### config.mk
export PLATFORM = sky130hd
export DESIGN_NAME = mips_cpu_harvard
export DESIGN_NICKNAME = d
export VERILOG_FILES = /design/src/design/mips_pkg.sv /design/src/design/mips_dec_if.sv /design/src/design/mips_decode.sv /design/src/design/mips_regfile.sv /design/src/design/mips_execute.sv /design/src/design/mips_result.sv /design/src/design/mips_cpu_harvard.sv
export VERILOG_INCLUDE_DIRS = /design/src /design/src/design
export SDC_FILE = /design/constraint.sdc
export NUM_CORES = 2
export LEC_CHECK = 0
export CORE_AREA = 2 2 365 367
export DETAILED_ROUTE_END_ITERATION = 8
export DIE_AREA = 0 0 367 369
export DONT_BUFFER_PORTS = 1
export PLACE_DENSITY = 0.68
export REMOVE_ABC_BUFFERS = 1
export SYNTH_ARGS = -nofsm -noshare
export SYNTH_HDL_FRONTEND = slang
export SYNTH_SLANG_ARGS = --single-unit
### constraint.sdc
create_clock -name clk -period 7.4 [get_ports clk]
set_input_delay 1.11 -clock clk [delete_from_list [all_inputs] [get_ports clk]]
set_output_delay 1.11 -clock clk [all_outputs]
set_load 0.02 [all_outputs]
### src/design/mips_config.svh
`ifndef MIPS_CONFIG_SVH
`define MIPS_CONFIG_SVH

// First fetch address after reset, as on a real MIPS boot ROM.
`define MIPS_RESET_VECTOR 32'hBFC00000

// General purpose register file depth.
`define MIPS_REG_COUNT 32

// Machine word width.
`define MIPS_XLEN 32

`endif

### src/design/mips_pkg.sv
`default_nettype none

package mips_pkg;

        typedef enum logic [5:0] {
                OP_SPECIAL = 6'h00,     // R-type, decoded by funct.
                OP_J       = 6'h02,
                OP_BEQ     = 6'h04,
                OP_BNE     = 6'h05,
                OP_BLEZ    = 6'h06,
                OP_BGTZ    = 6'h07,
                OP_ADDIU   = 6'h09,
                OP_ANDI    = 6'h0C,
                OP_ORI     = 6'h0D,
                OP_LUI     = 6'h0F,
                OP_LW      = 6'h23,
                OP_SW      = 6'h2B
        } opcode_t;

        typedef enum logic [5:0] {
                F_JR   = 6'h08,
                F_ADDU = 6'h21,
                F_SUBU = 6'h23,
                F_AND  = 6'h24,
                F_OR   = 6'h25,
                F_XOR  = 6'h26,
                F_SLT  = 6'h2A,
                F_SLTU = 6'h2B
        } funct_t;

        typedef enum logic [3:0] {
                ALU_ADD,
                ALU_SUB,
                ALU_AND,
                ALU_OR,
                ALU_XOR,
                ALU_SLT,
                ALU_SLTU,
                ALU_LUI
        } alu_op_t;

        typedef struct packed {
                opcode_t    opcode;
                logic [4:0] rs;
                logic [4:0] rt;
                logic [4:0] rd;
                logic [4:0] shamt;
                funct_t     funct;
        } r_view_t;

        typedef struct packed {
                opcode_t     opcode;
                logic [4:0]  rs;
                logic [4:0]  rt;
                logic [15:0] imm;
        } i_view_t;

        // One fetched word, seen as R-type or I-type.
        typedef union packed {
                r_view_t r;
                i_view_t i;
        } instr_t;

        typedef struct packed {
                logic [31:0] alu_value;         // Also the memory address.
                logic [31:0] store_data;
                logic [4:0]  dest;
                logic        reg_write;
                logic        mem_read;
                logic        mem_write;
                logic        taken;
                logic        halt;
                logic [31:0] target;
        } exec_result_t;

endpackage

`default_nettype wire

### src/design/mips_dec_if.sv
`timescale 1ns/10ps
`default_nettype none

interface mips_dec_if;
        import mips_pkg::*;

        instr_t      instr;
        logic [31:0] rs_value;
        logic [31:0] rt_value;
        logic [31:0] imm_ext;
        alu_op_t     alu_op;
        logic        alu_src_imm;
        logic [4:0]  dest;
        logic        reg_write;
        logic        mem_read;
        logic        mem_write;
        logic        branch;
        logic [1:0]  branch_kind;       // Low opcode bits: beq, bne, blez, bgtz.
        logic        jump;
        logic        jump_reg;

        modport decode (output instr, rs_value, rt_value, imm_ext, alu_op, alu_src_imm,
                dest, reg_write, mem_read, mem_write, branch, branch_kind, jump, jump_reg);

        modport execute (input instr, rs_value, rt_value, imm_ext, alu_op, alu_src_imm,
                dest, reg_write, mem_read, mem_write, branch, branch_kind, jump, jump_reg);

endinterface

`default_nettype wire

### src/design/mips_decode.sv
`timescale 1ns/10ps
`default_nettype none

module mips_decode (
        input  mips_pkg::instr_t instr,
        output logic [4:0]       raddr_a,
        output logic [4:0]       raddr_b,
        input  logic [31:0]      rdata_a,
        input  logic [31:0]      rdata_b,
        mips_dec_if.decode       dec
);
        import mips_pkg::*;

        // rs and rt sit in the same bits in both views.
        assign raddr_a = instr.r.rs;
        assign raddr_b = instr.r.rt;

        assign dec.instr    = instr;
        assign dec.rs_value = rdata_a;
        assign dec.rt_value = rdata_b;

        always_comb begin
                dec.imm_ext     = {{16{instr.i.imm[15]}}, instr.i.imm};
                dec.alu_op      = ALU_ADD;
                dec.alu_src_imm = 1'b0;
                dec.dest        = instr.i.rt;
                dec.reg_write   = 1'b0;
                dec.mem_read    = 1'b0;
                dec.mem_write   = 1'b0;
                dec.branch      = 1'b0;
                dec.branch_kind = instr.i.opcode[1:0];
                dec.jump        = 1'b0;
                dec.jump_reg    = 1'b0;

                case (instr.r.opcode)
                OP_SPECIAL: begin
                        dec.dest      = instr.r.rd;
                        dec.reg_write = 1'b1;
                        case (instr.r.funct)
                        F_ADDU: dec.alu_op = ALU_ADD;
                        F_SUBU: dec.alu_op = ALU_SUB;
                        F_AND:  dec.alu_op = ALU_AND;
                        F_OR:   dec.alu_op = ALU_OR;
                        F_XOR:  dec.alu_op = ALU_XOR;
                        F_SLT:  dec.alu_op = ALU_SLT;
                        F_SLTU: dec.alu_op = ALU_SLTU;
                        F_JR: begin
                                dec.jump_reg  = 1'b1;
                                dec.reg_write = 1'b0;
                        end
                        default: dec.reg_write = 1'b0;  // Shifts and nop write nothing.
                        endcase
                end
                OP_ADDIU: begin
                        dec.alu_src_imm = 1'b1;
                        dec.reg_write   = 1'b1;
                end
                OP_ANDI, OP_ORI: begin
                        dec.imm_ext     = {16'h0000, instr.i.imm};      // Logic ops zero-extend.
                        dec.alu_op      = (instr.i.opcode == OP_ANDI) ? ALU_AND : ALU_OR;
                        dec.alu_src_imm = 1'b1;
                        dec.reg_write   = 1'b1;
                end
                OP_LUI: begin
                        dec.alu_op      = ALU_LUI;
                        dec.alu_src_imm = 1'b1;
                        dec.reg_write   = 1'b1;
                end
                OP_LW: begin
                        dec.alu_src_imm = 1'b1;
                        dec.reg_write   = 1'b1;
                        dec.mem_read    = 1'b1;
                end
                OP_SW: begin
                        dec.alu_src_imm = 1'b1;
                        dec.mem_write   = 1'b1;
                end
                OP_BEQ, OP_BNE, OP_BLEZ, OP_BGTZ: dec.branch = 1'b1;
                OP_J: dec.jump = 1'b1;
                default: ;
                endcase
        end

endmodule

`default_nettype wire

### src/design/mips_regfile.sv
`timescale 1ns/10ps
`include "mips_config.svh"
`default_nettype none

module mips_regfile (
        input  logic                  clk,
        input  logic                  reset,
        input  logic                  clk_enable,
        input  logic [4:0]            raddr_a,
        input  logic [4:0]            raddr_b,
        input  logic                  we,
        input  logic [4:0]            waddr,
        input  logic [`MIPS_XLEN-1:0] wdata,
        output logic [`MIPS_XLEN-1:0] rdata_a,
        output logic [`MIPS_XLEN-1:0] rdata_b,
        output logic [`MIPS_XLEN-1:0] v0
);

        logic [`MIPS_XLEN-1:0] regs [`MIPS_REG_COUNT];

        always_ff @(posedge clk) begin
                if (reset) begin
                        for (int i = 0; i < `MIPS_REG_COUNT; i++) begin
                                regs[i] <= '0;
                        end
                end else if (clk_enable && we && waddr != 5'd0) begin
                        regs[waddr] <= wdata;   // $zero is never written.
                end
        end

        assign rdata_a = regs[raddr_a];
        assign rdata_b = regs[raddr_b];
        assign v0      = regs[2];

endmodule

`default_nettype wire

### src/design/mips_execute.sv
`timescale 1ns/10ps
`default_nettype none

module mips_execute (
        mips_dec_if.execute            dec,
        input  logic [31:0]            pc_plus4,
        output mips_pkg::exec_result_t res
);
        import mips_pkg::*;

        logic [31:0] op_a;
        logic [31:0] op_b;
        logic [31:0] alu;
        logic        cond;
        logic [31:0] branch_target;
        logic [31:0] jump_target;

        assign op_a = dec.rs_value;
        assign op_b = dec.alu_src_imm ? dec.imm_ext : dec.rt_value;

        always_comb begin
                case (dec.alu_op)
                ALU_ADD:  alu = op_a + op_b;
                ALU_SUB:  alu = op_a - op_b;
                ALU_AND:  alu = op_a & op_b;
                ALU_OR:   alu = op_a | op_b;
                ALU_XOR:  alu = op_a ^ op_b;
                ALU_SLT:  alu = {31'd0, $signed(op_a) < $signed(op_b)};
                ALU_SLTU: alu = {31'd0, op_a < op_b};
                ALU_LUI:  alu = {op_b[15:0], 16'h0000};
                default:  alu = '0;
                endcase
        end

        // Branch conditions compare rs against rt or against zero.
        always_comb begin
                case (dec.branch_kind)
                2'b00:   cond = (dec.rs_value == dec.rt_value);
                2'b01:   cond = (dec.rs_value != dec.rt_value);
                2'b10:   cond = ($signed(dec.rs_value) <= 0);
                default: cond = ($signed(dec.rs_value) > 0);
                endcase
        end

        // Both targets are relative to the delay slot address.
        assign branch_target = pc_plus4 + {dec.imm_ext[29:0], 2'b00};
        assign jump_target   = {pc_plus4[31:28], dec.instr.r[25:0], 2'b00};

        always_comb begin
                res.alu_value  = alu;
                res.store_data = dec.rt_value;
                res.dest       = dec.dest;
                res.reg_write  = dec.reg_write;
                res.mem_read   = dec.mem_read;
                res.mem_write  = dec.mem_write;
                res.taken      = (dec.branch && cond) || dec.jump || dec.jump_reg;
                res.halt       = dec.jump_reg && (dec.rs_value == 32'd0);

                if (dec.jump_reg)
                        res.target = dec.rs_value;
                else if (dec.jump)
                        res.target = jump_target;
                else
                        res.target = branch_target;
        end

endmodule

`default_nettype wire

### src/design/mips_result.sv
`timescale 1ns/10ps
`default_nettype none

module mips_result (
        input  logic                   clk,
        input  logic                   reset,
        input  logic                   clk_enable,
        input  mips_pkg::exec_result_t res,
        input  logic [31:0]            data_readdata,
        output logic [31:0]            data_address,
        output logic                   data_write,
        output logic                   data_read,
        output logic [31:0]            data_writedata,
        output logic                   we,
        output logic [4:0]             waddr,
        output logic [31:0]            wdata,
        output logic                   stall
);

        logic load_wait;        // Second cycle of a load.

        always_ff @(posedge clk) begin
                if (reset)
                        load_wait <= 1'b0;
                else if (clk_enable)
                        load_wait <= res.mem_read && !load_wait;
        end

        // The load address stays valid in both cycles since pc is held.
        assign data_address   = res.alu_value;
        assign data_writedata = res.store_data;
        assign data_write     = clk_enable && res.mem_write;
        assign data_read      = clk_enable && res.mem_read && !load_wait;

        assign stall = res.mem_read && !load_wait;

        // Loads write back only once the read data has arrived.
        assign we    = clk_enable && res.reg_write && !stall;
        assign waddr = res.dest;
        assign wdata = load_wait ? data_readdata : res.alu_value;

endmodule

`default_nettype wire

### src/design/mips_cpu_harvard.sv
`timescale 1ns/10ps
`include "mips_config.svh"
`default_nettype none

module mips_cpu_harvard (
        input  logic                  clk,
        input  logic                  reset,
        output logic                  active,
        output logic [`MIPS_XLEN-1:0] register_v0,
        input  logic                  clk_enable,
        output logic [`MIPS_XLEN-1:0] instr_address,
        input  logic [`MIPS_XLEN-1:0] instr_readdata,
        output logic [`MIPS_XLEN-1:0] data_address,
        output logic                  data_write,
        output logic                  data_read,
        output logic [`MIPS_XLEN-1:0] data_writedata,
        input  logic [`MIPS_XLEN-1:0] data_readdata
);
        import mips_pkg::*;

        logic [`MIPS_XLEN-1:0] pc;
        logic [`MIPS_XLEN-1:0] next_pc;        // Delay slot address or taken target.
        logic                  halt_pending;
        logic                  at_halt;
        logic                  run;
        logic                  stall;

        instr_t                instr;
        exec_result_t          res;
        logic [4:0]            raddr_a;
        logic [4:0]            raddr_b;
        logic [`MIPS_XLEN-1:0] rdata_a;
        logic [`MIPS_XLEN-1:0] rdata_b;
        logic                  we;
        logic [4:0]            waddr;
        logic [`MIPS_XLEN-1:0] wdata;

        assign instr         = instr_readdata;
        assign instr_address = pc;

        // The word fetched from zero after jr $0 never executes.
        assign at_halt = halt_pending && (pc == 32'd0);
        assign run     = clk_enable && active && !reset && !at_halt;

        always_ff @(posedge clk) begin
                if (reset) begin
                        pc           <= `MIPS_RESET_VECTOR;
                        next_pc      <= `MIPS_RESET_VECTOR + 32'd4;
                        halt_pending <= 1'b0;
                        active       <= 1'b1;
                end else if (clk_enable) begin
                        if (at_halt)
                                active <= 1'b0;
                        if (run && !stall) begin
                                pc      <= next_pc;
                                next_pc <= res.taken ? res.target : next_pc + 32'd4;
                                if (res.halt)
                                        halt_pending <= 1'b1;
                        end
                end
        end

        mips_dec_if dec_if ();

        mips_decode u_decode (
                .instr   (instr),
                .raddr_a (raddr_a),
                .raddr_b (raddr_b),
                .rdata_a (rdata_a),
                .rdata_b (rdata_b),
                .dec     (dec_if)
        );

        mips_regfile u_regfile (
                .clk        (clk),
                .reset      (reset),
                .clk_enable (clk_enable),
                .raddr_a    (raddr_a),
                .raddr_b    (raddr_b),
                .we         (we),
                .waddr      (waddr),
                .wdata      (wdata),
                .rdata_a    (rdata_a),
                .rdata_b    (rdata_b),
                .v0         (register_v0)
        );

        mips_execute u_execute (
                .dec      (dec_if),
                .pc_plus4 (pc + 32'd4),
                .res      (res)
        );

        mips_result u_result (
                .clk            (clk),
                .reset          (reset),
                .clk_enable     (run),
                .res            (res),
                .data_readdata  (data_readdata),
                .data_address   (data_address),
                .data_write     (data_write),
                .data_read      (data_read),
                .data_writedata (data_writedata),
                .we             (we),
                .waddr          (waddr),
                .wdata          (wdata),
                .stall          (stall)
        );

endmodule

`default_nettype wire

==> impl_metrics.toml <==
[yosys]
yosysUniqueCellTypes = 115
syn_area_per_cell_sq_um = 11.4
synth-edff-count = 1024
ys_seq_area_frac = 0.491
async_flop_share = 0
syn_inst = 5734
yosys_warnings = 0
synth_area_sq_um = 65400
ys_ff_latch = 1091
ys.flop_type = "edfxtp_1"

[sta]
worst_slew_pin_slew_ns = 1.55
finalMaxSlewViolations = 45
setup_slack_ns = -0.299
finClkSkew_ns = 0.0636
whs_ns = 0.445
fmax_mhz = 130
fin_crit_ns = 7.70
rsz0062_at_grt = "yes"
fin_setup_tns_ns = -2.64
relSlewSlack = -0.0351
min_period_over_period = 1.04
setup_viol = 16
hold_viol = 0

[critical_path]
crit_type = "in -> out"
reg2reg_to = "u_regfile.regs[6][21]"
startpoint = "instr_readdata[17]"
rr_worst_depth = 20
r2r_start = "u_regfile.regs[2][3]"
critical_path.endpoint = "data_address[21]"
crit_arrival_ns = 6.59
cp_max_fo = 368
critPathLaunchType = "input pin"
r2r_slack_ns = 1.47
cp.required_ns = 6.29
crit_path_end_kind = "output port"

[power_and_ir_drop]
pwr_density_cell_nw_per_um2 = 246
finalPower_uw = 17900
p_leak_uw = 0.0272
ir_worst_vdd_mv = 0.198

[floorplanning]
initial_core_util = 0.499
rows = 133
num_io_pins = 198
die_width_um = 367
die_h_um = 369
die_area_sq_um = 135000
coreArea_sq_um = 131000

[clocking]
path_clk_slew_ns = 0.06
clock_latency_ns = 0.83
h-tree-depth = 3
clockRootBuffer = "clkbuf_16"
cts.sinks = 1091
cts_tree = "built"
cts_made_buffers = 115
clock_path_buffers = 3

[grt]
gr-usage-all-layers = 0.414
grt_max_degree = 369
grt_pass1_wl_um = 394000
grt_antenna_before_repair = 21
gr-total-overflow = 0
grt_pass1_vias = 51000

[routing]
viasPerCell = 7.17
drc = 0
via_count = 54400
routedWlPerCell_um = 37.8
drt_first_iter_violations = 9708
dr.pass1.iters = 8
totalWireLength_um = 286000
antenna_left = 0

[placed_design]
routabilityCongestion = 1.09
port_buffers = 0
hpwlAfterDp_um = 180000

[layout]
drive_above_1_share = 0.181
finalNetCount = 5907
fill_cells = 11000
syn_to_final_growth_pct = 11.2

[min_path]
hp-class = "in -> reg"

[status]
violations = "slew limit, setup timing"
status = "finished with violations"

[flow_run]
maxCapViolCount = 0
-- per-stage QoR --
| step | instances | setup WS (ns) | cell area [sq um] | util |
|---|---|---|---|---|
| 3_3_place_gp | 7348 | -0.246 | 68700 | 0.524 |
| 2_1_floorplan | 5247 | -0.754 | 63100 | - |
| 5_1_grt | 7571 | -0.0503 | 72700 | 0.554 |
| 4_1_cts | 7561 | 0.0287 | 72400 | 0.552 |
| 3_5_place_dp | 7348 | -0.257 | 68700 | 0.524 |
| 6_report | 7586 | -0.299 | 72700 | 0.555 |
-- per-layer routing --
layer / wire (um) / global-route usage / share of wire
met1: 101000 / 0.540 / 0.35
met2: 120000 / 0.588 / 0.42
met3: 47800 / 0.165 / 0.17
met4: 18300 / 0.224 / 0.064
met5: 123 / 0 / 0.00043
-- synth_stat cells (16+ instances only) --
library cell | instances | area, sq um
o21ai_0 | 93 | 465
xnor2_1 | 79 | 692
buf_6 | 27 | 304
nor2_1 | 1164 | 4370
or3_1 | 18 | 113
nor4_1 | 25 | 156
dfxtp_1 | 67 | 1340
a221oi_1 | 16 | 140
a21o_1 | 42 | 315
mux2i_1 | 526 | 5270
nand2b_1 | 46 | 288
o211ai_1 | 36 | 270
or2_2 | 17 | 106
o22ai_1 | 34 | 213
clkbuf_1 | 306 | 1150
nand2_1 | 264 | 991
inv_1 | 133 | 499
a211oi_1 | 26 | 195
and2_1 | 18 | 113
nor2b_1 | 21 | 131
a22oi_1 | 260 | 1950
buf_2 | 123 | 616
ha_1 | 118 | 1480
xor2_1 | 30 | 263
nand3_1 | 128 | 641
nand4_1 | 49 | 307
edfxtp_1 | 1024 | 30700
mux4_2 | 310 | 6980
nor3_1 | 52 | 260
and3_1 | 25 | 156
buf_1 | 27 | 101
a31oi_1 | 70 | 438
buf_4 | 32 | 240
o221ai_1 | 22 | 193
o21bai_1 | 20 | 150
a21oi_1 | 225 | 1130
-- worst min-delay path by stage --
stage,startpoint,endpoint,slack (ns),cells after the start
2_1_floorplan,next_pc[0],instr_address[0],0.43,2
3_3_place_gp,next_pc[1],instr_address[1],0.44,2
3_5_place_dp,next_pc[1],instr_address[1],0.44,2
4_1_cts,reset,u_regfile.regs[0][8],0.43,0
5_1_grt,reset,u_regfile.regs[0][7],0.44,0
6_report,reset,u_regfile.regs[0][8],0.44,0
-- where the power goes --
group | internal, uW | switching [uW] | total [uW]
Combinational | 1610 | 3290 | 4890
Clock | 3270 | 2630 | 5910
Sequential | 6950 | 147 | 7100
Total | 11800 | 6070 | 17900
-- state kept, by name, indices dropped and copies added (netlist names) --
name	count
instr_address	32
u_regfile.regs	1024
u_result.load_wait	1
next_pc	32
halt_pending	1
active	1
-- worst max-delay path: stages --
cell	delay, ns
mux2i_1	0.49
a21oi_1	0.11
and3_1	0.19
a31oi_1	0.36
o221ai_1	0.27
mux2i_1	0.30
inv_1	0.14
ha_1	0.40
o21ba_2	0.23
o21ba_2	0.18
o211ai_1	0.26
a21boi_2	0.12
a211oi_4	0.51
o31ai_4	0.20
buf_4	0.18
a221o_1	0.33
a221o_2	0.50
-- logic make-up after synthesis --
logic type	count (synthesis)	synth area share
adders and majority gates	120	0.0232
AOI/OAI and AO/OA	1006	0.107
xor gates and xnor gates	110	0.0148
DFF	1091	0.491
buffers and inverters	659	0.0458
and+or+nand+nor	1885	0.125
muxes	862	0.194
other	1	0.0000573
-- area by class of cell --
type / instances / area (sq um) / share of cell area
Sequential cell: 1091 / 32100 / 0.441
Multi-Input combinational cell: 4015 / 31200 / 0.428
Clock buffer: 149 / 3020 / 0.0415
Timing Repair Buffer: 356 / 2980 / 0.0409
Tap cell: 1755 / 2200 / 0.0302
Clock inverter: 63 / 717 / 0.00986
Inverter: 141 / 531 / 0.00729
Antenna cell: 16 / 40.0 / 0.000551
-- cell usage in the layout (no fill, tap or decap), drive strengths merged, types with 33 or more instances in the layout --
cell,synthesis,routed
nand4,51,51
o211ai,36,36
nand2,264,264
a21oi,226,226
mux2i,527,527
inv,138,145
o22ai,34,34
ha,118,118
nor4,33,33
nand3,129,129
edfxtp,1024,1024
o21ai,105,105
nand2b,46,46
a31oi,71,71
nor2,1164,1164
a21o,42,42
clkinv,3,45
dfxtp,67,67
clkbuf,306,149
mux4,316,316
buf,212,356
xnor2,80,80
a22oi,260,260
nor3,52,52
-- repair_timing --
action,CTS,global route
hold buffers,0,0
buffers inserted,1,10
pin swaps,1,19
cloned,0,0
setup endpoints to repair,6,20
gates resized for setup,7,40
endpoints found under the hold margin,0,0
(Power assumes the default switching activity.)
